$ cat src/rtl/rv_regfile.sv
////////////////////
// integer register file, two async read ports and one write port
// x0 reads as zero, writes to it are dropped
////////////////////
`timescale 1ns/10ps
`default_nettype none

module rv_regfile #(
  parameter int AW = 5,
  parameter int DW = 64
) (
  input  wire logic          clk,
  input  wire logic          wen,
  input  wire logic [AW-1:0] rd,
  input  wire logic [DW-1:0] wdata,
  input  wire logic [AW-1:0] rs1,
  input  wire logic [AW-1:0] rs2,
  output logic [DW-1:0]      rdata_1,
  output logic [DW-1:0]      rdata_2
);

  logic [DW-1:0] regs [2**AW];

  // write port, x0 never stored
  always_ff @(posedge clk) begin
    if (wen && rd != '0)
      regs[rd] <= wdata;
  end

  // read ports, x0 forced to zero
  assign rdata_1 = (rs1 == '0) ? '0 : regs[rs1];
  assign rdata_2 = (rs2 == '0) ? '0 : regs[rs2];

endmodule

`default_nettype wire

$ cat config.mk
export PLATFORM = sky130hd
export DESIGN_NAME = rv_regfile
export DESIGN_NICKNAME = d
export VERILOG_FILES = /design/src/rtl/rv_regfile.sv
export SDC_FILE = /design/constraint.sdc
export NUM_CORES = 2
export LEC_CHECK = 0
export ABC_CLOCK_PERIOD_IN_PS = 7890
export BUFFER_PORTS_ARGS = -buffer_cell sky130_fd_sc_hd__buf_4
export CAP_MARGIN = 15
export CORE_UTILIZATION = 60
export DETAILED_ROUTE_END_ITERATION = 10
export PLACE_DENSITY = 0.83
export SLEW_MARGIN = 10
export SYNTH_ARGS = -nofsm -noshare
export SYNTH_HDL_FRONTEND = slang
export SYNTH_SLANG_ARGS = --single-unit
export TNS_END_PERCENT = 100
$ cat constraint.sdc
create_clock -name clk -period 7.89 [get_ports clk]
set_input_delay 0.789 -clock clk [delete_from_list [all_inputs] [get_ports clk]]
set_output_delay 0.789 -clock clk [all_outputs]
set_load 0.005 [all_outputs]
======== After elaboration in Yosys (flattened, before gate mapping) ========
Memory sizes are Yosys's and may differ from the RTL's.
Cells that the tools add are included.
operators by class
  multiplexer cells ....................... 4
  reductions and logical operators ........ 4
operators with widths
  kind                count
  2-to-1 mux 64 bit   2
  zero test 5 bit     2
  nonzero test 5 bit  1
  2-to-1 mux 1 bit    2
  logical AND 1 bit   1
storage, ports and cells
  flip-flop bits (word level) ............. 0
  bits in writable memories ............... 2048
  input bits .............................. 81
  output and inout bits ................... 128
  logic and storage cells ................. 9
  memories ................................ 1
memories
  name  depth  bits a word  rd ports  clocked after Yosys merged registers in  wr ports  line  source
  regs  32     64           2         0                                        1         22    logic [DW-1:0] regs [2**AW];

======== Longest topological paths before layout ========
  word-level depth ........................ 4
  gate-level depth with buffers ........... 10
  mapped depth without buffers ............ 4

======== Worst setup path before layout ========
OpenSTA, ideal clock, no wires.
  path type ............................... input port to flip-flop
  start point ............................. in rd[1]
  end point ............................... mem regs[12][0] (enable)
  data arrival time ....................... 4110 ps
  slack ................................... 3293 ps
  stages on the path ...................... 3
  cells stage by stage .................... or3b_2 -> clkbuf_1 -> nor2_1
on the way
  word-level cells in the longest chain between the ends .. 4
ends and longest elaborated chain
  item                                    line  source
  from (decl)                             14    input wire logic [AW-1:0] rd,
  nonzero test 5 bit                      26    if (wen && rd != '0)
  logical AND 1 bit                       26
  2-to-1 mux 1 bit                        26
  2-to-1 mux 1 bit (implied by the code)  27    regs[rd] <= wdata;
  to (decl)                               22
Parallel ways exist; a longest one is shown, timed or not.

======== Worst setup path in the final report ========
  start point ............................. in rs2[1]
  end point ............................... out rdata_2[11]
on the way
  word-level cells in the longest chain between the ends .. 2
  elaborated cells on any way between the ends .. 3
ends and longest elaborated chain
  item                                                     line  source
  from (decl)                                              17    input wire logic [AW-1:0] rs2,
  memory (32 x 64 bit) or zero test 5 bit (tied branches)  --
  2-to-1 mux 64 bit (*)                                    32    assign rdata_2 = (rs2 == '0) ? '0 : regs[rs2];
  to (decl)                                                19    output logic [DW-1:0] rdata_2
Every way passes the cells marked *; elsewhere a longest branch is shown, timed or not.

==> flow_summary.yaml <==
drt:
  vias: 55600
  drtIter0Drc: 9183
  routedWlPerCell_um: 39.8
  drc_errors: 0
  drtAntennaViolNets: 0
  finalWirelength_um: 279000
  viasPerCell: 7.92
  drt_pre_antenna_iters: 10
cts:
  cts.sinks: 2048
  clockBufferDepth: 3
  h-tree-depth: 4
  hold_buffers: 0
  cts_buffers: 201
  cts_tree: "built"
  postCtsSetupRepairBufs: 0
  cts_resized: 0
  root_buffer: "clkbuf_16"
  path_clk_slew_ns: 0.06
grt:
  grt_pass1_vias: 55600
  grt_start_max_net_pins: 117
  antenna_found_initial: 20
  grt_pass1_wl_um: 393000
  gr-total-overflow: 0
  track_usage_pct: 35.4
critical_path:
  path_cells: "buf_8 -> buf_4 -> buf_4 -> mux4_2 -> a22o_1 -> a211oi_1 -> nor3_1 -> buf_4"
  path_buf_inv: 4
  required_ns: 7.10
  end_kind: "output port"
  crit_fanout: 68
  start_kind: "primary input"
  crit_family: "buffers and inverters"
  critPathMaxStageDelay_ns: 0.88
  crit_path_top_delay_cell: "buf_4"
  worstSetupPathType: "in -> out"
  path_common_cell: "buf_4"
  cp-startpoint: "rs2[1]"
  arrival_ns: 4.57
cells_and_area:
  largest_register_ffs: 2048
  final_cell_area_um2: 104000
  nets: 4874
  syn_to_final_growth_pct: 11.0
  drive_gt1_share_pct: 34.8
  reg.largest.list: "regs: 2048 flops"
  n_fill_cell: 9289
  fin_cells: 7014
  mostFrequentLayoutCells: "edfxtp_1 (2,048), mux4_2 (920), buf_4 (302)"
  largest_register: "regs"
  final_util_pct: 67.4
  mostFrequentLayoutCell: "edfxtp_1"
die:
  boundaryPins: 209
  die-area_um2: 158000
  die-height_um: 398
  fp-row-count: 144
  die_x_um: 398
  core-area_um2: 155000
  start_util_pct: 60.7
sta:
  hold_viol: 0
  max-slew-margin-rel_pct: 9.75
  period_minus_slack_ns: 5.36
  rsz0062_at_grt: "no"
  finalCritPeriodShare_pct: 67.9
  layout_setup_ws_ns: 2.53
  slew_viol_final: 0
  hold_ws_ns: 0.334
  finalSetupViolCount: 0
  fin_tns_setup_ns: 0
  timing.fmax_mhz: 187
  tightest_slew_ns: 1.34
power_and_ir_drop:
  leakagePower_nw: 33.5
  p_switching_mw: 5.42
  sw_frac_of_total_pct: 23.2
  p_clk_share_pct: 39.0
  peakVddDrop_mv: 0.226
  pwr-share-seq_pct: 52.1
  power_frac_comb_pct: 8.9
  power_density_nw_per_um2: 224
  intPower_mw: 18.0
  total_power_mw: 23.4
synth:
  synth_enable_flop_cells: 2048
  ys.warnings.count: 0
  synthFlopType: "edfxtp_1"
  ys_async_sr_fraction_pct: 0
  ys_seq_area_share_pct: 65.5
  synthDistinctLibCells: 48
  synth_top_area_share_pct: 65.5
  yosys.area.top_type: "edfxtp_1"
  netlist_area_um2: 93900
  synthCells: 4565
  synthTopCellsByArea: "edfxtp_1 (65%), mux4_2 (22%), mux2i_1 (3.0%)"
  ys_ff_latch: 2048
  avgSynthCellArea_um2: 20.6
place:
  placed_cell_area_um2: 98100
  gp_congestion: 0.834
  dp_slack_ns: 2.64
  placed_cells_incl_taps: 6631
  portBuffers: 208
  dp_hpwl_um: 143000
hold_path:
  min-delay-start: "wdata[25]"
  worst_hold_path_type: "in -> reg"
flow_run:
  cap_violations: 0
outcome:
  outcome: "complete, no violations"
cells by family after synthesis:
| group | count (synthesis) | synth area share, % |
|---|---|---|
| other | 1 | 0.00399 |
| and+or+nand+nor | 292 | 1.59 |
| muxes | 1353 | 26.9 |
| DFF | 2048 | 65.5 |
| buffers and inverters | 378 | 1.96 |
| AOI/OAI and AO/OA | 493 | 4.09 |
Yosys cell counts, types with 4 or more instances:
library cell / count
a221oi_1: 68
nand3b_1: 8
a22oi_1: 75
nor2_1: 43
o22ai_1: 70
o221ai_1: 69
a311oi_1: 4
nor2b_1: 4
buf_4: 43
buf_1: 41
edfxtp_1: 2048
a31oi_1: 9
a211oi_1: 58
nand2b_1: 9
mux2_2: 149
mux2i_1: 284
clkbuf_1: 161
a22o_1: 59
a21o_1: 49
nor3_1: 64
and3_1: 59
mux4_2: 920
o21ai_0: 4
a221o_1: 6
a21oi_1: 7
buf_2: 115
or3b_2: 5
nand3_1: 7
nand2_1: 71
a21boi_0: 5
nor4_1: 9
buf_6: 16
worst paths after layout:
path,to,cells past startpoint
setup / recovery,rdata_2[11],8
hold / removal,regs[25][25],1
per-layer routing:
metal / routed length [um] / GRT usage (%) / up-vias
li1: - / - / 20500
met1: 88300 / 46.6 / 28400
met2: 131000 / 53.9 / 5464
met3: 42600 / 10.0 / 1131
met4: 17400 / 19.6 / 16
met5: 95 / 0 / -
cell type report:
| class | count | area [um^2] | area share, % |
|---|---|---|---|
| Antenna cell | 12 | 30.0 | 0.0288 |
| Clock buffer | 249 | 5210 | 5.00 |
| Clock inverter | 119 | 912 | 0.875 |
| Inverter | 2 | 15.0 | 0.0144 |
| Multi-Input combinational cell | 2202 | 31100 | 29.9 |
| Sequential cell | 2048 | 61500 | 59.0 |
| Tap cell | 2044 | 2560 | 2.45 |
| Timing Repair Buffer | 338 | 2910 | 2.79 |
power groups by stage:
stage	combinational (mW)	clock [mW]	sequential, mW
after CTS	2.05	9.13	12.2
after global routing	2.16	9.52	12.2
after floorplan	1.24	0	12.4
after detailed placement	2.03	0	12.4
after global placement	2.00	0	12.4
final	2.08	9.12	12.2
Note: power is estimated with default switching activity, not from simulation.
