[config.mk]
export PLATFORM = sky130hd
export DESIGN_NAME = rv_decoder_flat
export DESIGN_NICKNAME = d
export VERILOG_FILES = /design/src/common/rv_pkg.sv /design/src/common/decode_if.sv /design/src/rtl/rv_decoder.sv /design/src/flat_wrapper.sv
export SDC_FILE = /design/constraint.sdc
export NUM_CORES = 1
export LEC_CHECK = 0
export BUFFER_PORTS_ARGS = -buffer_cell sky130_fd_sc_hd__buf_2
export CAP_MARGIN = 20
export CORE_AREA = 4 4 66 68
export DETAILED_ROUTE_END_ITERATION = 6
export DIE_AREA = 0 0 70 72
export GPL_TIMING_DRIVEN = 0
export PLACE_DENSITY = 0.82
export RECOVER_POWER = 25
export SLEW_MARGIN = 20
export SYNTH_ARGS = -nofsm -noshare
export SYNTH_HDL_FRONTEND = slang
export SYNTH_SLANG_ARGS = --single-unit
[constraint.sdc]
create_clock -name vclk -period 3.25
set_clock_uncertainty 0.1 [all_clocks]
set_input_delay 0.65 -clock vclk [all_inputs]
set_output_delay 0.65 -clock vclk [all_outputs]
set_load 0.1 [all_outputs]
[src/common/rv_pkg.sv]
////////////////////
// shared widths, opcodes and alu codes for the rv64i core
// referenced by scoped names from every rtl file
////////////////////
`default_nettype none

package rv_pkg;

  // data and address word
  typedef logic [63:0] xlen_t;
  // raw instruction
  typedef logic [31:0] inst_t;
  // register index, x0..x31
  typedef logic [4:0]  reg_id_t;
  typedef logic [3:0]  alu_op_t;
  // one enable bit per byte lane
  typedef logic [7:0]  wmask_t;
  // 0 byte, 1 half, 2 word, 3 double
  typedef logic [1:0]  mem_size_t;

  // alu codes follow {funct7[5], funct3} so op/op-imm decode is a direct copy
  localparam alu_op_t alu_add    = 4'b0000;
  localparam alu_op_t alu_sll    = 4'b0001;
  localparam alu_op_t alu_slt    = 4'b0010;
  localparam alu_op_t alu_sltu   = 4'b0011;
  localparam alu_op_t alu_xor    = 4'b0100;
  localparam alu_op_t alu_srl    = 4'b0101;
  localparam alu_op_t alu_or     = 4'b0110;
  localparam alu_op_t alu_and    = 4'b0111;
  localparam alu_op_t alu_sub    = 4'b1000;
  localparam alu_op_t alu_sra    = 4'b1101;
  // lui only, result is operand b
  localparam alu_op_t alu_pass_b = 4'b1111;

  // major opcodes, instr[6:0]
  localparam logic [6:0] op_imm    = 7'b0010011;
  localparam logic [6:0] op_imm_32 = 7'b0011011;
  localparam logic [6:0] op        = 7'b0110011;
  localparam logic [6:0] op_32     = 7'b0111011;
  localparam logic [6:0] lui       = 7'b0110111;
  localparam logic [6:0] auipc     = 7'b0010111;
  localparam logic [6:0] jal       = 7'b1101111;
  localparam logic [6:0] jalr      = 7'b1100111;
  localparam logic [6:0] load      = 7'b0000011;
  localparam logic [6:0] store     = 7'b0100011;
  localparam logic [6:0] system    = 7'b1110011;

  // full ebreak encoding, every other system word is illegal here
  localparam inst_t ebreak_inst = 32'h0010_0073;

  // first fetch after reset
  localparam xlen_t reset_pc = 64'h8000_0000;

endpackage

`default_nettype wire
[src/common/decode_if.sv]
////////////////////
// decoded control and operands, decoder to execute datapath
// dec side drives, exe side only reads
////////////////////
`timescale 1ns/10ps
`default_nettype none

interface decode_if;

  // register ids
  rv_pkg::reg_id_t   rd;
  rv_pkg::reg_id_t   rs1;
  rv_pkg::reg_id_t   rs2;
  // already sign extended for its format
  rv_pkg::xlen_t     imm;
  rv_pkg::alu_op_t   alu_op;
  logic              need_imm;
  // 32-bit op, result sign extended from bit 31
  logic              is_word;
  logic              is_auipc;
  logic              is_jal;
  logic              is_jalr;
  logic              is_load;
  logic              reg_wen;
  logic              mem_wen;
  rv_pkg::wmask_t    wmask;
  rv_pkg::mem_size_t mem_size;
  logic              load_unsigned;
  logic              is_ebreak;
  logic              is_illegal;

  modport dec (
    output rd, rs1, rs2, imm, alu_op, need_imm, is_word, is_auipc, is_jal, is_jalr,
    output is_load, reg_wen, mem_wen, wmask, mem_size, load_unsigned, is_ebreak, is_illegal
  );

  modport exe (
    input rd, rs1, rs2, imm, alu_op, need_imm, is_word, is_auipc, is_jal, is_jalr,
    input is_load, reg_wen, mem_wen, wmask, mem_size, load_unsigned, is_ebreak, is_illegal
  );

endinterface

`default_nettype wire

[src/rtl/rv_decoder.sv]
////////////////////
// combinational rv64i decoder
// fields, immediates, alu code, control flags and store byte mask
// rs1_low is the live rs1 value, needed only for the store lane
////////////////////
`timescale 1ns/10ps
`default_nettype none

module rv_decoder (
  input  wire rv_pkg::inst_t instr,
  input  wire logic [2:0]    rs1_low,
  decode_if.dec              dec
);

  logic [6:0]    opcode;
  logic [2:0]    funct3;
  logic [6:0]    funct7;
  rv_pkg::xlen_t imm_i;
  rv_pkg::xlen_t imm_s;
  rv_pkg::xlen_t imm_u;
  rv_pkg::xlen_t imm_j;
  logic [2:0]    lane;

  // lane 0 mask for each access size
  function automatic rv_pkg::wmask_t size_mask(input rv_pkg::mem_size_t size);
    case (size)
      2'd0:    size_mask = 8'h01;
      2'd1:    size_mask = 8'h03;
      2'd2:    size_mask = 8'h0f;
      default: size_mask = 8'hff;
    endcase
  endfunction

  assign opcode = instr[6:0];
  assign funct3 = instr[14:12];
  assign funct7 = instr[31:25];

  // immediate formats
  assign imm_i = {{52{instr[31]}}, instr[31:20]};
  assign imm_s = {{52{instr[31]}}, instr[31:25], instr[11:7]};
  assign imm_u = {{32{instr[31]}}, instr[31:12], 12'b0};
  assign imm_j = {{43{instr[31]}}, instr[31], instr[19:12], instr[20], instr[30:21], 1'b0};

  // byte offset of the store address inside its double word
  assign lane = rs1_low + imm_s[2:0];

  always_comb begin
    dec.rd            = instr[11:7];
    dec.rs1           = instr[19:15];
    dec.rs2           = instr[24:20];
    dec.imm           = imm_i;
    dec.alu_op        = rv_pkg::alu_add;
    dec.need_imm      = 1'b0;
    dec.is_word       = 1'b0;
    dec.is_auipc      = 1'b0;
    dec.is_jal        = 1'b0;
    dec.is_jalr       = 1'b0;
    dec.is_load       = 1'b0;
    dec.reg_wen       = 1'b0;
    dec.mem_wen       = 1'b0;
    dec.mem_size      = funct3[1:0];
    dec.load_unsigned = funct3[2];
    dec.is_ebreak     = 1'b0;
    dec.is_illegal    = 1'b0;
    case (opcode)
      rv_pkg::op_imm: begin
        dec.need_imm = 1'b1;
        dec.reg_wen  = 1'b1;
        // alt bit only means srai, elsewhere it is immediate data
        dec.alu_op   = {(funct3 == 3'b101) & instr[30], funct3};
        // 6-bit shamt leaves instr[31:26] as funct6
        if (funct3 == 3'b001 && instr[31:26] != 6'b0)
          dec.is_illegal = 1'b1;
        if (funct3 == 3'b101 && {instr[31], instr[29:26]} != 5'b0)
          dec.is_illegal = 1'b1;
      end
      rv_pkg::op_imm_32, rv_pkg::op_32: begin
        dec.need_imm = (opcode == rv_pkg::op_imm_32);
        dec.is_word  = 1'b1;
        dec.reg_wen  = 1'b1;
        dec.alu_op   = {instr[30], funct3};
        // addiw takes any immediate
        if (dec.need_imm && funct3 == 3'b000)
          dec.alu_op = rv_pkg::alu_add;
        else if (!(funct3 == 3'b001 && funct7 == 7'b0) &&
                 !(funct3 == 3'b101 && {funct7[6], funct7[4:0]} == 6'b0) &&
                 !(funct3 == 3'b000 && {funct7[6], funct7[4:0]} == 6'b0))
          dec.is_illegal = 1'b1;
      end
      rv_pkg::op: begin
        dec.reg_wen = 1'b1;
        dec.alu_op  = {funct7[5], funct3};
        // alt encoding only for sub and sra
        if ({funct7[6], funct7[4:0]} != 6'b0)
          dec.is_illegal = 1'b1;
        if (funct7[5] && funct3 != 3'b000 && funct3 != 3'b101)
          dec.is_illegal = 1'b1;
      end
      rv_pkg::lui: begin
        dec.imm      = imm_u;
        dec.need_imm = 1'b1;
        dec.reg_wen  = 1'b1;
        dec.alu_op   = rv_pkg::alu_pass_b;
      end
      rv_pkg::auipc: begin
        dec.imm      = imm_u;
        dec.need_imm = 1'b1;
        dec.is_auipc = 1'b1;
        dec.reg_wen  = 1'b1;
      end
      rv_pkg::jal: begin
        dec.imm     = imm_j;
        dec.is_jal  = 1'b1;
        dec.reg_wen = 1'b1;
      end
      rv_pkg::jalr: begin
        // target comes out of the alu as rs1 + imm
        dec.need_imm   = 1'b1;
        dec.is_jalr    = 1'b1;
        dec.reg_wen    = 1'b1;
        dec.is_illegal = (funct3 != 3'b000);
      end
      rv_pkg::load: begin
        dec.need_imm   = 1'b1;
        dec.is_load    = 1'b1;
        dec.reg_wen    = 1'b1;
        // no unsigned double load
        dec.is_illegal = (funct3 == 3'b111);
      end
      rv_pkg::store: begin
        dec.imm        = imm_s;
        dec.need_imm   = 1'b1;
        dec.mem_wen    = 1'b1;
        dec.is_illegal = funct3[2];
      end
      rv_pkg::system: begin
        dec.is_ebreak  = (instr == rv_pkg::ebreak_inst);
        dec.is_illegal = (instr != rv_pkg::ebreak_inst);
      end
      default: dec.is_illegal = 1'b1;
    endcase
    // illegal words never write anything
    if (dec.is_illegal) begin
      dec.reg_wen = 1'b0;
      dec.mem_wen = 1'b0;
    end
  end

  // mask shifted to the store lane
  assign dec.wmask = dec.mem_wen ? rv_pkg::wmask_t'(size_mask(funct3[1:0]) << lane) : '0;

  // halt and trap are exclusive causes for the top's sticky flags
  always_comb begin
    assert (!(dec.is_illegal && dec.is_ebreak))
      else $error("decoder flagged ebreak and illegal together");
  end

endmodule

`default_nettype wire

[src/flat_wrapper.sv]
// flat-port wrapper written by rule: the top's interface ports become plain ports
module rv_decoder_flat 
  (instr, rs1_low, dec_rd, dec_rs1, dec_rs2, dec_imm, dec_alu_op, dec_need_imm, dec_is_word, dec_is_auipc, dec_is_jal, dec_is_jalr, dec_is_load, dec_reg_wen, dec_mem_wen, dec_wmask, dec_mem_size, dec_load_unsigned, dec_is_ebreak, dec_is_illegal);
  decode_if dec_i ();
  input  wire rv_pkg::inst_t instr;
  input  wire logic [2:0] rs1_low;
  output wire logic [$bits(dec_i.rd)-1:0] dec_rd;
  output wire logic [$bits(dec_i.rs1)-1:0] dec_rs1;
  output wire logic [$bits(dec_i.rs2)-1:0] dec_rs2;
  output wire logic [$bits(dec_i.imm)-1:0] dec_imm;
  output wire logic [$bits(dec_i.alu_op)-1:0] dec_alu_op;
  output wire logic [$bits(dec_i.need_imm)-1:0] dec_need_imm;
  output wire logic [$bits(dec_i.is_word)-1:0] dec_is_word;
  output wire logic [$bits(dec_i.is_auipc)-1:0] dec_is_auipc;
  output wire logic [$bits(dec_i.is_jal)-1:0] dec_is_jal;
  output wire logic [$bits(dec_i.is_jalr)-1:0] dec_is_jalr;
  output wire logic [$bits(dec_i.is_load)-1:0] dec_is_load;
  output wire logic [$bits(dec_i.reg_wen)-1:0] dec_reg_wen;
  output wire logic [$bits(dec_i.mem_wen)-1:0] dec_mem_wen;
  output wire logic [$bits(dec_i.wmask)-1:0] dec_wmask;
  output wire logic [$bits(dec_i.mem_size)-1:0] dec_mem_size;
  output wire logic [$bits(dec_i.load_unsigned)-1:0] dec_load_unsigned;
  output wire logic [$bits(dec_i.is_ebreak)-1:0] dec_is_ebreak;
  output wire logic [$bits(dec_i.is_illegal)-1:0] dec_is_illegal;
  assign dec_rd = dec_i.rd;
  assign dec_rs1 = dec_i.rs1;
  assign dec_rs2 = dec_i.rs2;
  assign dec_imm = dec_i.imm;
  assign dec_alu_op = dec_i.alu_op;
  assign dec_need_imm = dec_i.need_imm;
  assign dec_is_word = dec_i.is_word;
  assign dec_is_auipc = dec_i.is_auipc;
  assign dec_is_jal = dec_i.is_jal;
  assign dec_is_jalr = dec_i.is_jalr;
  assign dec_is_load = dec_i.is_load;
  assign dec_reg_wen = dec_i.reg_wen;
  assign dec_mem_wen = dec_i.mem_wen;
  assign dec_wmask = dec_i.wmask;
  assign dec_mem_size = dec_i.mem_size;
  assign dec_load_unsigned = dec_i.load_unsigned;
  assign dec_is_ebreak = dec_i.is_ebreak;
  assign dec_is_illegal = dec_i.is_illegal;
  rv_decoder u_core (.instr(instr), .rs1_low(rs1_low), .dec(dec_i));
endmodule
# Word level (Yosys, flattened, before mapping)
# Index checks and enable logic that the tools add are counted.
[word_totals]
ff_bits = 0
mem_count = 0
out_inout_bits = 104
wordCells = 71
ram_bits = 0
input_bits = 35
latch_bits = 0
mem_bits_ro = 0
[op_classes]
bitwise = 1
mux = 23
n_div = 0
n_eq_ne = 19
shift = 1
multipliers = 0
addsub = 1
magnitude_cmp = 0
n_reduce_logical = 26
[op_table]
columns = ["cell", "n"]
rows = [
  ["case mux 31 bit (3 select lines)", 1],
  ["equality test 32 x 21 -> 1 bit, second input constant", 1],
  ["inequality test 32 x 21 -> 1 bit, second input constant", 1],
  ["equality test 7 x 6 -> 1 bit, second input constant", 4],
  ["case mux 8 bit (3 select lines)", 1],
  ["equality test 7 x 5 -> 1 bit, second input constant", 3],
  ["equality test 7 bit, second input constant", 3],
  ["2-to-1 mux 1 bit", 16],
  ["case mux 4 bit (4 select lines)", 1],
  ["nonzero test 6 bit", 2],
  ["logical AND 1 bit", 10],
  ["OR reduction 9 bit", 1],
  ["2-to-1 mux 8 bit", 1],
  ["case mux 1 bit (8 select lines)", 1],
  ["<< shifter 8 x 3 -> 8 bit", 1],
  ["equality test 7 x 2 -> 1 bit, second input constant", 1],
  ["zero test 7 bit", 1],
  ["equality test 3 bit, second input constant", 2],
  ["zero test 6 bit", 1],
  ["OR reduction 6 bit", 1],
  ["nonzero test 5 bit", 1],
  ["2-to-1 mux 4 bit", 1],
  ["OR reduction 2 bit", 2],
  ["adder 3 bit", 1],
  ["other kinds (11)", 13],
]

# Depth between registers and ports, before layout
# Gate-level depths: netlist of run 1.
[depth]
ltp_word = 10
ltp_mapped = 7
ltp_nobuf = 7

# Worst setup path after synthesis of run 1
# No wires, ideal clock.
[synth_timing]
path_kind = "input -> output"
start = "input port instr[7]"
end = "output port dec_wmask[6]"
stages = 7
slack_ns = -4.142
n_path_buf = 0
required_ns = 2.500
t_arrival_ns = 6.642
path_cell_list = "ha_1 fa_1 xnor2_1 xnor2_1 and2_1 o21a_1 a2111oi_0"
[synth_via]
elab_chain_len = 4
word_cells_on_any_way = 6
classes_between = "add/sub: 1; eq/ne: 1; shift: 1; mux: 3"
[synth_lines]
columns = ["item", "line_no", "rtl"]
rows = [
  ["from (decl)", "flat_wrapper.sv:5", "input wire rv_pkg::inst_t instr;"],
  ["inequality test 32 x 21 -> 1 bit", "rv_decoder.sv:138", "dec.is_illegal = (instr != rv_pkg::ebreak_inst);"],
  ["case mux 1 bit (8 select lines)", "rv_decoder.sv:65", "case (opcode)"],
  ["2-to-1 mux 1 bit", "rv_decoder.sv:143", "if (dec.is_illegal) begin"],
  ["2-to-1 mux 8 bit (*)", "rv_decoder.sv:150", "assign dec.wmask = dec.mem_wen ? rv_pkg::wmask_t'(size_mask(funct3[1:0]) << lane) : '0;"],
  ["to (decl)", "flat_wrapper.sv:20", "output wire logic [$bits(dec_i.wmask)-1:0] dec_wmask;"],
]
# Mark *: on every way between the ends. The rest lies on a longest branch, timed or not.

# Worst setup path in the final report of run 1
[layout_timing]
start = "input port instr[27]"
end = "output port dec_reg_wen"
[layout_via]
elab_chain_len = 9
word_cells_on_any_way = 24
classes_between = "eq/ne: 1; mux: 8; reduce/logical: 15"
[layout_lines]
columns = ["item", "line_no", "rtl"]
rows = [
  ["zero test 7 bit or zero test 6 bit (tied branches)", "rv_decoder.sv:85, rv_decoder.sv:86, rv_decoder.sv:87", ""],
  ["logical AND 1 bit, on equally long branches", "rv_decoder.sv:85, rv_decoder.sv:86", ""],
  ["zero test 1 bit, on equally long branches", "rv_decoder.sv:85, rv_decoder.sv:86", ""],
  ["logical AND 1 bit", "rv_decoder.sv:85", "else if (!(funct3 == 3'b001 && funct7 == 7'b0) &&"],
  ["logical AND 1 bit", "rv_decoder.sv:86", "!(funct3 == 3'b101 && {funct7[6], funct7[4:0]} == 6'b0) &&"],
  ["2-to-1 mux 1 bit", "rv_decoder.sv:85", ""],
  ["2-to-1 mux 1 bit", "rv_decoder.sv:83", "if (dec.need_imm && funct3 == 3'b000)"],
  ["case mux 1 bit (8 select lines) (*)", "rv_decoder.sv:65", ""],
  ["2-to-1 mux 1 bit (*)", "rv_decoder.sv:143", ""],
  ["to (decl)", "flat_wrapper.sv:18", "output wire logic [$bits(dec_i.reg_wen)-1:0] dec_reg_wen;"],
]
# Marks and branches as above.

==> summary.txt, run 1 <==
Run status
  • Status: complete, but fails checks
  • Failing checks: setup timing

Setup path
  • WP data arrival: 2.66 ns
  • Crit-path max FO: 3
  • Worst path required time: 2.50 ns
  • Worst Setup Path Type: input port to output port
  • Crit path launch type: input port
  • Endpoint class of the critical path: output port

Route
  • DRT iter0 DRCs: 190
  • DRC: 0
  • Antenna Nets Post-Route: 0
  • DRT Pass-1 Iters: 4
  • Vias: 2000
  • DR vias/cell: 4.975
  • WL/cell: 14.87 microns
  • Total wire length: 5.977 mm

Place
  • I/O Buffers: 136
  • Gpl congestion: 0.8307
  • Detailed Place HPWL: 4.557 mm
  • Placement Setup Slack: -0.6690 ns

STA
  • Max Clock Freq: 293.4 MHz
  • Max-slew violation count: 0
  • Slew HR: 0.2118
  • Tmin final: between 3 and 4 ns
  • Hold Violations, Final: 0
  • Part of the cycle the worst path needs: 1.049
  • Finish-stage setup viols: 7
  • Measured slew at the worst slew-check pin: 1.187 ns
  • RSZ-0062 raised after global routing: yes
  • Fin worst setup slack: -0.1587 ns

Layout
  • P&R area growth vs syn: 94.07%
  • Multi-input gate area: 1280 sq um
  • Register area: 0 sq um
  • Fillers: 351
  • Final net count: 391
  • Clock buf count: 0
  • Num sequential: 0
  • Share of cells above drive strength 1: 0.6477
  • ANT cells: 0

Job
  • Max Cap Viol: 0

Worst hold path
  • Hold crit path type: input port to output port
  • Hold path endpoint: dec_is_illegal
  • Worst Hold Depth: 3
  • Min-delay src: instr[1]

GRT
  • Grt met1 use: 0.2731
  • GRT Overall Usage: 0.2136
  • Initial antenna violation count: 0
  • First-pass GRT wire length: 9.266 mm
  • Vias in the first global route: around 1900
  • Largest net degree at the start of global routing: 36
  • GRT overflow: 0
  • Met3 GRT Util: 0.02078
  • Met2 GRT Util: 0.4040
  • GRT Max-Usage Layer: met2

Yosys
  • Post-synth cell types: 43
  • Syn Nets: 250
  • Post-synthesis sequential area ratio: 0
  • Mapped Area: 1371 sq um
  • Synth area leaders: buf_4 28%, a21o_1 11%, and2_1 4.1%, o21ai_0 4.0%, nor2_1 3.8%
  • Ys Warns: 0
  • Cell count after synthesis: between 200 and 250
  • Syn Area/Cell: 6.438 sq um
  • Biggest area consumer among synthesized cells: buf_4
  • Area fraction of the dominant cell type after synthesis: 0.2792

Die
  • Row count: 23
  • Initial Util: 0.3556
  • Die W: roughly 70 microns
  • Die H: 72 microns
  • Die ar.: 5040 sq um
  • Placeable Area: 3856 sq um
  • Io pins: 139

Power and ir drop
  • Net switching share of the total power: 0.7639
  • Pwr dens: 295.9 nW/um^2
  • Clock power frac: 0
  • Sw power: 0.6015 mW
  • Power Internal: 0.1859 mW
  • Final Power: 0.7874 mW
  • Reg power frac: 0
  • VDD IR max: 230.3 uV
  • Combinational Power Share: 1.000
  • Leak: between 1 and 1.5 nW

Clock network
  • # hold bufs at CTS: 0
-- cell usage in the layout (no fill, tap or decap), drive strengths merged, types with 2 or more instances in the layout --
cell type / count
or3: 2
a21o: 20
inv: 8
o21ai: 11
nor2: 14
nor4: 4
nand3: 6
o21a: 2
and2: 10
clkbuf: 44
o311ai: 2
nor3: 8
nor4b: 3
a21oi: 8
nand4b: 4
buf: 158
or2: 6
xnor2: 2
o211ai: 2
o22ai: 2
nor2b: 6
nand2: 11
-- cell usage after synthesis (all sizes together) (2+ instances only) --
master,number
clkbuf,11
buf,53
nor2b,6
inv,8
xnor2,2
o22ai,2
nand4b,4
or2,5
and2,10
nor2,14
nand2,11
a21o,20
o21ai,11
o311ai,2
o21a,2
nor3,8
or3,2
nand3,6
nor4,4
a21oi,8
o211ai,2
nor4b,3
-- critical path, stage by stage --
cell and delay [ns]:
buf_6 0.09, or4_4 0.53, or3_4 0.34, o2111a_1 0.28, a311oi_4 0.36, o41a_4 0.23
buf_12 0.17
-- worst max-delay path by stage --
stage                         start            to  slack, ns
after floorplan            instr[7]  dec_wmask[6]      -0.57
after global placement    instr[31]   dec_reg_wen      -0.62
after detailed placement  instr[31]   dec_reg_wen      -0.67
after CTS                 instr[27]   dec_reg_wen      -0.16
after global routing      instr[27]   dec_reg_wen      -0.20
final                     instr[27]   dec_reg_wen      -0.16
-- power by group through the flow --
stage | registers [mW] | clock network, mW | logic (mW)
CTS | 0 | 0 | 0.766
global placement | 0 | 0 | 0.728
detailed placement | 0 | 0 | 0.734
floorplan | 0 | 0 | 0.619
finish | 0 | 0 | 0.787
global route | 0 | 0 | 0.815
-- metal layers --
metal | wire length (microns) | vias to the layer above
met5 | 0 | -
met4 | 40 | 0
met3 | 467 | 4
met2 | 3148 | 102
met1 | 2321 | 907
li1 | - | 987
-- kinds of logic (layout without fill, tap and decap cells) --
group / count (synthesis) / after routing / share of synthesized area
and+or+nand+nor: 81 / 82 / 0.3358
adders and majority gates: 2 / 2 / 0.02372
xor gates and xnor gates: 2 / 2 / 0.01278
buffers and inverters: 72 / 210 / 0.3385
AOI/OAI and AO/OA: 56 / 56 / 0.2892
-- area by class of cell --
type / count / share of cell area
plain buffers: 62 / 0.1627
inverters: 8 / 0.01128
multi-input cells: 142 / 0.4810
well taps: 50 / 0.02351
repair buffers: 140 / 0.3216
-- metrics by stage --
| stage | setup TNS, ns | std cells | instance area (sq um) | hold WS, ns | util |
|---|---|---|---|---|---|
| final | -0.6175 | 402 | 2661 | 1.619 | 0.6901 |
| after global placement | -6.690 | 399 | 2385 | 1.585 | 0.6184 |
| after CTS | -0.4779 | 401 | 2572 | 1.591 | 0.6671 |
| after global routing | -1.059 | 402 | 2661 | 1.643 | 0.6901 |
| after detailed placement | -7.194 | 399 | 2385 | 1.590 | 0.6184 |
| after floorplan | -2.585 | 213 | 1642 | 1.412 | - |
-- timing repair --
action	in CTS	in global routing
pin swaps	11	13
setup buffers	3	1
gates cloned	1	0
setup endpoints to repair	22	37
gates resized for setup	41	37
No activity file was read; power rests on OpenSTA's default activity.
==> run 2: changes to the inputs <==
--- a/config.mk
+++ b/config.mk
@@ -6,12 +6,14 @@
 export NUM_CORES = 1
 export LEC_CHECK = 0
 export BUFFER_PORTS_ARGS = -buffer_cell sky130_fd_sc_hd__buf_2
-export CAP_MARGIN = 20
-export CORE_AREA = 4 4 66 68
+export CAP_MARGIN = 15
+export CELL_PAD_IN_SITES_DETAIL_PLACEMENT = 1
+export CELL_PAD_IN_SITES_GLOBAL_PLACEMENT = 1
+export CORE_AREA = 4 4 83 85
 export DETAILED_ROUTE_END_ITERATION = 6
-export DIE_AREA = 0 0 70 72
+export DIE_AREA = 0 0 87 89
 export GPL_TIMING_DRIVEN = 0
-export PLACE_DENSITY = 0.82
+export PLACE_DENSITY_LB_ADDON = 0.1
 export RECOVER_POWER = 25
 export SLEW_MARGIN = 20
 export SYNTH_ARGS = -nofsm -noshare
==> constraint.sdc (replaced) <==
create_clock -name vclk -period 3.25
set_clock_uncertainty 0.1 [all_clocks]
set_input_delay 0.1625 -clock vclk [all_inputs]
set_output_delay 0.1625 -clock vclk [all_outputs]
set_load 0.1 [all_outputs]
==> summary.txt, run 2 (synthesis results as in run 1) <==
Layout
  • Register area: 0 sq um (unchanged)
  • Share of cells above drive strength 1: 0.5129 (-0.1348)
  • ANT cells: 0 (unchanged)
  • Leading cell type in the layout, fill and taps excluded: buf_2
  • Finished Layout Cells: 426 (+6.0%)
  • Clock buf count: 0 (unchanged)
  • Final core occ: 0.3477 (-0.3425)
  • Num sequential: 0 (unchanged)
  • Final net count: 388 (-0.77%)
  • Commonest cells after routing, fill and taps aside: 113 x buf_2, 51 x buf_4, 36 x clkbuf_1
  • P&R area growth vs syn: 57.30%

Setup path
  • Endpoint class of the critical path: output port
  • Crit-path max FO: 10 (+7)
  • Crit path launch type: input port
  • Worst Setup Path Type: input port to output port
  • WP data arrival: 2.66 ns (about the same)
  • Critical-path cell list: buf_2, ha_1, fa_1, xnor2_1, xnor2_1, a21oi_1, a2111oi_2, buf_2
  • Delay-heaviest family, CP: XOR/XNOR gates
  • CP max stage cell: xnor2_1
  • Worst path required time: 2.99 ns (+0.49 ns)
  • Worst path max stage delay: 0.62 ns (+0.09 ns)
  • Buf/Inv on CP: 2 (unchanged)

GRT
  • First-pass GRT wire length: 9.142 mm (-1.3%)
  • Vias in the first global route: 1836 (-3.1%)
  • Initial antenna violation count: 0 (unchanged)
  • GRT overflow: 0 (unchanged)
  • Largest net degree at the start of global routing: 36 (unchanged)
  • GRT Overall Usage: 0.1418 (-0.07180)

Power and ir drop
  • Clock power frac: 0 (unchanged)
  • Pwr dens: 322.9 nW/um^2 (+9.2%)
  • Combinational Power Share: 1.000 (about the same)
  • Leak: 1.195 nW (-11%)
  • Reg power frac: 0 (unchanged)
  • Power Internal: 0.1327 mW (-29%)
  • Sw power: 0.5639 mW (-6.2%)
  • Net switching share of the total power: 0.8095 (+0.04558)
  • VDD IR max: 177.8 uV (-23%)

Place
  • Detailed Place HPWL: 5.099 mm (+12%)
  • Gpl congestion: 0.7757 (-6.6%)
  • I/O Buffers: 136 (unchanged)
  • Inst Count DP: 426 (+6.8%)
  • Placement Setup Slack: 0.3621 ns (+1.031 ns)

STA
  • WHS: 0.7340 ns (-0.8854 ns)
  • TNS Setup: 0 ns (+0.6175 ns)
  • Finish-stage setup viols: 0 (-7)
  • Part of the cycle the worst path needs: 0.8985 (-0.1503)
  • Measured slew at the worst slew-check pin: 1.180 ns (-0.006984 ns)
  • Tmin final: 2.920 ns (-0.4885 ns)
  • Fin worst setup slack: 0.3299 ns (+0.4885 ns)
  • Max-slew violation count: 0 (unchanged)
  • Hold Violations, Final: 0 (unchanged)
  • Max Clock Freq: 342.5 MHz (+17%)
  • RSZ-0062 raised after global routing: no
  • Slew HR: 0.2164 (+0.004636)

Die
  • Die ar.: 7743 sq um (+54%)
  • Die W: 87 microns (+24%)
  • Initial Util: 0.2210 (-0.1346)
  • Io pins: 139 (unchanged)
  • Row count: 29 (+26%)
  • Placeable Area: 6205 sq um (+61%)
  • Die H: 89 microns (+24%)

Route
  • DRC: 0 (unchanged)
  • Vias: 1930 (-3.5%)
  • WL/cell: 14.41 microns (-3.1%)
  • DRT iter0 DRCs: 67 (-65%)
  • Total wire length: 6.139 mm (+2.7%)
  • DR vias/cell: 4.531 (-8.9%)
  • Antenna Nets Post-Route: 0 (unchanged)
  • DRT Pass-1 Iters: 4 (unchanged)

Run status
  • Status: completed

Clock network
  • # hold bufs at CTS: 0 (unchanged)
  • PostCTS Resize Cnt: 0 (-100%)
  • Post-CTS Setup Inserts: 0 (-3)

Job
  • Max Cap Viol: 0 (unchanged)

Worst hold path
  • Hold crit path type: input port to output port
-- run 2: worst paths after layout --
check,slack (ns),cells after the start,to,from
max,0.33,8,dec_wmask[6],instr[7]
min,0.73,4,dec_imm[3],instr[10]
-- run 2: metal layers --
layer | wire (microns) | up-vias | global-route usage
met3 | 488 | 0 | 0.02673
li1 | - | 973 | -
met1 | 2692 | 887 | 0.1922
met4 | 0 | 0 | 0
met2 | 2958 | 70 | 0.2484
met5 | 0 | - | 0
-- run 2: per-stage QoR --
| stage | area (sq um) | power [mW] |
|---|---|---|
| CTS | 2188 | 0.7046 |
| finish | 2157 | 0.6966 |
| detailed placement | 2188 | 0.7032 |
| global placement | 2188 | 0.7007 |
| global route | 2157 | 0.7265 |
| floorplan | 1411 | 0.5858 |
-- run 2: layout make-up --
type / instances / area, sq um
multi-input combinational: 141 / 947.2
buffer: 64 / 434.2
tap: 77 / 96.34
timing repair buffer: 136 / 649.4
fill: 848 / 4048
inverter: 8 / 30.03
-- run 2: tightest hold or removal path, stage by stage --
cell and delay [ns]:
buf_2 0.11, inv_1 0.05, o21ai_1 0.06, buf_2 0.29
-- run 2: power by group through the flow --
| stage | Clock, mW | Combinational [mW] | Sequential [mW] |
|---|---|---|---|
| final | 0 | 0.697 | 0 |
| after global routing | 0 | 0.727 | 0 |
| after CTS | 0 | 0.705 | 0 |
| after detailed placement | 0 | 0.703 | 0 |
| after global placement | 0 | 0.701 | 0 |
| after floorplan | 0 | 0.586 | 0 |
==> run 3: changes to the inputs <==
--- a/config.mk
+++ b/config.mk
@@ -5,13 +5,14 @@
 export SDC_FILE = /design/constraint.sdc
 export NUM_CORES = 1
 export LEC_CHECK = 0
+export ABC_AREA = 1
 export BUFFER_PORTS_ARGS = -buffer_cell sky130_fd_sc_hd__buf_2
 export CAP_MARGIN = 15
 export CELL_PAD_IN_SITES_DETAIL_PLACEMENT = 1
 export CELL_PAD_IN_SITES_GLOBAL_PLACEMENT = 1
-export CORE_AREA = 4 4 83 85
+export CORE_AREA = 4 4 86 88
 export DETAILED_ROUTE_END_ITERATION = 6
-export DIE_AREA = 0 0 87 89
+export DIE_AREA = 0 0 90 92
 export GPL_TIMING_DRIVEN = 0
 export PLACE_DENSITY_LB_ADDON = 0.1
 export RECOVER_POWER = 25
==> summary.txt, run 3 <==
GRT
  • Vias in the first global route: 1983 (+8.0%)
  • GRT Overall Usage: 0.1384 (-0.003470)
  • GRT overflow: 0 (unchanged)
  • First-pass GRT wire length: 9.929 mm (+8.6%)
  • Initial antenna violation count: 0 (unchanged)
  • Largest net degree at the start of global routing: 38 (+5.6%)

STA
  • Finish-stage setup viols: 0 (unchanged)
  • Measured slew at the worst slew-check pin: 1.195 ns (+0.01439 ns)
  • RSZ-0062 raised after global routing: no
  • Fin worst setup slack: 0.7533 ns (+0.4234 ns)
  • TNS Setup: 0 ns (unchanged)
  • Tmin final: 2.497 ns (-0.4234 ns)
  • Part of the cycle the worst path needs: 0.7682 (-0.1303)
  • Max-slew violation count: 0 (unchanged)
  • Hold Violations, Final: 0 (unchanged)
  • Slew HR: 0.2068 (-0.009552)
  • Max Clock Freq: 400.5 MHz (+17%)

Layout
  • Multi-input gate area: 809.5 sq um (-15%)
  • ANT cells: 0 (unchanged)
  • Share of cells above drive strength 1: 0.4370 (-0.07586)
  • Num sequential: 0 (unchanged)
  • Fillers: 979 (+15%)
  • Final net count: 444 (+14%)
  • Clock buf count: 0 (unchanged)
  • Finished Layout Cells: 485 (+14%)
  • Commonest cells after routing, fill and taps aside: 114 x buf_2, 52 x nand2_1, 51 x buf_4
  • Register area: 0 sq um (unchanged)
  • Leading cell type in the layout, fill and taps excluded: buf_2
  • P&R area growth vs syn: 56.85%

Setup path
  • Critical-path cell list: buf_2, ha_1, fa_1, xor2_1, inv_1, nor2_1, o21ai_0, o21ai_0, nor2_1, buf_2
  • Worst path max stage delay: 0.37 ns (-0.25 ns)
  • Worst path required time: 2.99 ns (about the same)
  • Worst Setup Path Type: input port to output port
  • Critical Path Source: instr[7]
  • Crit path launch type: input port
  • Delay-heaviest family, CP: buffers and inverters
  • CP max stage cell: fa_1
  • WP data arrival: 2.23 ns (-0.43 ns)
  • Buf/Inv on CP: 3 (+1)
  • Crit-path max FO: 6 (-4)
  • Endpoint class of the critical path: output port

Power and ir drop
  • Pwr dens: 317.1 nW/um^2 (-1.8%)
  • Net switching share of the total power: 0.8257 (+0.01619)
  • Sw power: 0.5586 mW (-0.94%)
  • Reg power frac: 0 (unchanged)
  • Clock power frac: 0 (unchanged)
  • Leak: 1.345 nW (+13%)
  • VDD IR max: 65.09 uV (-63%)
  • Power Internal: 0.1179 mW (-11%)
  • Combinational Power Share: 1.000 (about the same)

Yosys
  • Synth cell count leaders: 52 x nand2_1, 51 x buf_4, 43 x nor2_1
  • Area fraction of the dominant cell type after synthesis: 0.2815 (+0.002312)
  • Synth area leaders: buf_4 28%, nand2_1 14%, o21ai_0 12%, nor2_1 12%, inv_1 11%
  • Mapped Area: 1360 sq um (-0.82%)
  • Syn Nets: 303 (+21%)
  • Cell count after synthesis: 266 (+25%)
  • Post-synthesis sequential area ratio: 0 (unchanged)
  • Biggest area consumer among synthesized cells: buf_4
  • Ys Warns: 0 (unchanged)
  • Syn Area/Cell: 5.113 sq um (-21%)
  • Post-synth cell types: 23 (-47%)
  • Count leader, synth: nand2_1

Route
  • Vias: 2024 (+4.9%)
  • DR vias/cell: 4.173 (-7.9%)
  • DRT iter0 DRCs: 26 (-61%)
  • DRC: 0 (unchanged)
  • Total wire length: 6.226 mm (+1.4%)
  • DRT Pass-1 Iters: 4 (unchanged)
  • Antenna Nets Post-Route: 0 (unchanged)
  • WL/cell: 12.84 microns (-11%)

Die
  • Die ar.: 8280 sq um (+6.9%)
  • Die W: 90 microns (+3.4%)
  • Die H: 92 microns (+3.4%)
  • Placeable Area: 6644 sq um (+7.1%)
  • Row count: 30 (+3.4%)
  • Io pins: 139 (unchanged)
  • Initial Util: 0.2047 (-0.01630)

Place
  • I/O Buffers: 139 (+2.2%)
  • Detailed Place HPWL: 5.499 mm (+7.9%)
  • Placement Setup Slack: 0.7431 ns (+0.3810 ns)
  • Gpl congestion: 0.8483 (+9.4%)
  • Inst Count DP: 485 (+14%)

Clock network
  • # hold bufs at CTS: 0 (unchanged)
  • PostCTS Resize Cnt: 0 (unchanged)
  • Post-CTS Setup Inserts: 0 (unchanged)

Worst hold path
  • Min-delay src: instr[29]
  • Hold crit path type: input port to output port

Job
  • Max Cap Viol: 0 (unchanged)

Run status
  • Status: completed
-- run 3: cell count changes after synthesis, moves of 4 or more --
cell,delta
clkbuf_1,-9
nand2_1,+41
inv_1,+33
or2_2,-5
nor2_1,+29
o21ai_0,+22
a21o_1,-20
nand4b_1,-4
inv_2,+4
and2_1,-9
nand3_1,+8
nor2b_1,-6
-- run 3: area by class of cell --
cell class | count | share of cell area
Buffer | 53 | 0.1830
Inverter | 45 | 0.07918
Multi-Input combinational cell | 168 | 0.3795
Tap cell | 80 | 0.04692
Timing Repair Buffer | 139 | 0.3114
-- run 3: worst paths after layout --
path  slack, ns      endpoint  cells after the start
max        0.75  dec_wmask[5]                     10
min        0.71    dec_imm[9]                      4
-- run 3: power groups by stage --
stage / sequential, mW / combinational, mW / clock (mW)
detailed placement: 0 / 0.685 / 0
floorplan: 0 / 0.567 / 0
CTS: 0 / 0.686 / 0
global placement: 0 / 0.681 / 0
global route: 0 / 0.710 / 0
finish: 0 / 0.677 / 0
-- run 3: cell families (layout without fill, tap and decap cells) --
kind of cell / count (synthesis) / after routing / synth area share
simple gates: 121 / 121 / 0.3827
fa+ha+maj: 2 / 2 / 0.02392
buf+inv: 98 / 237 / 0.4112
xor+xnor: 2 / 2 / 0.01288
compound gates: 43 / 43 / 0.1693
-- run 3: routing by layer --
metal / up-vias / GRT usage / part of all wire
met4: 0 / 0 / 0
li1: 1056 / - / -
met2: 72 / 0.2601 / 0.49
met3: 0 / 0.02215 / 0.069
met5: - / 0 / 0
met1: 896 / 0.1757 / 0.44
-- run 3: metrics by stage --
| step | instance area (sq um) | total power, mW | utilization | hold WS [ns] |
|---|---|---|---|---|
| 3_5_place_dp | 2165 | 0.6846 | 0.3258 | 0.7116 |
| 2_1_floorplan | 1369 | 0.5669 | - | 0.4365 |
| 6_report | 2133 | 0.6766 | 0.3211 | 0.7123 |
| 3_3_place_gp | 2165 | 0.6810 | 0.3258 | 0.7068 |
| 5_1_grt | 2133 | 0.7101 | 0.3211 | 0.7444 |
| 4_1_cts | 2165 | 0.6855 | 0.3258 | 0.7129 |
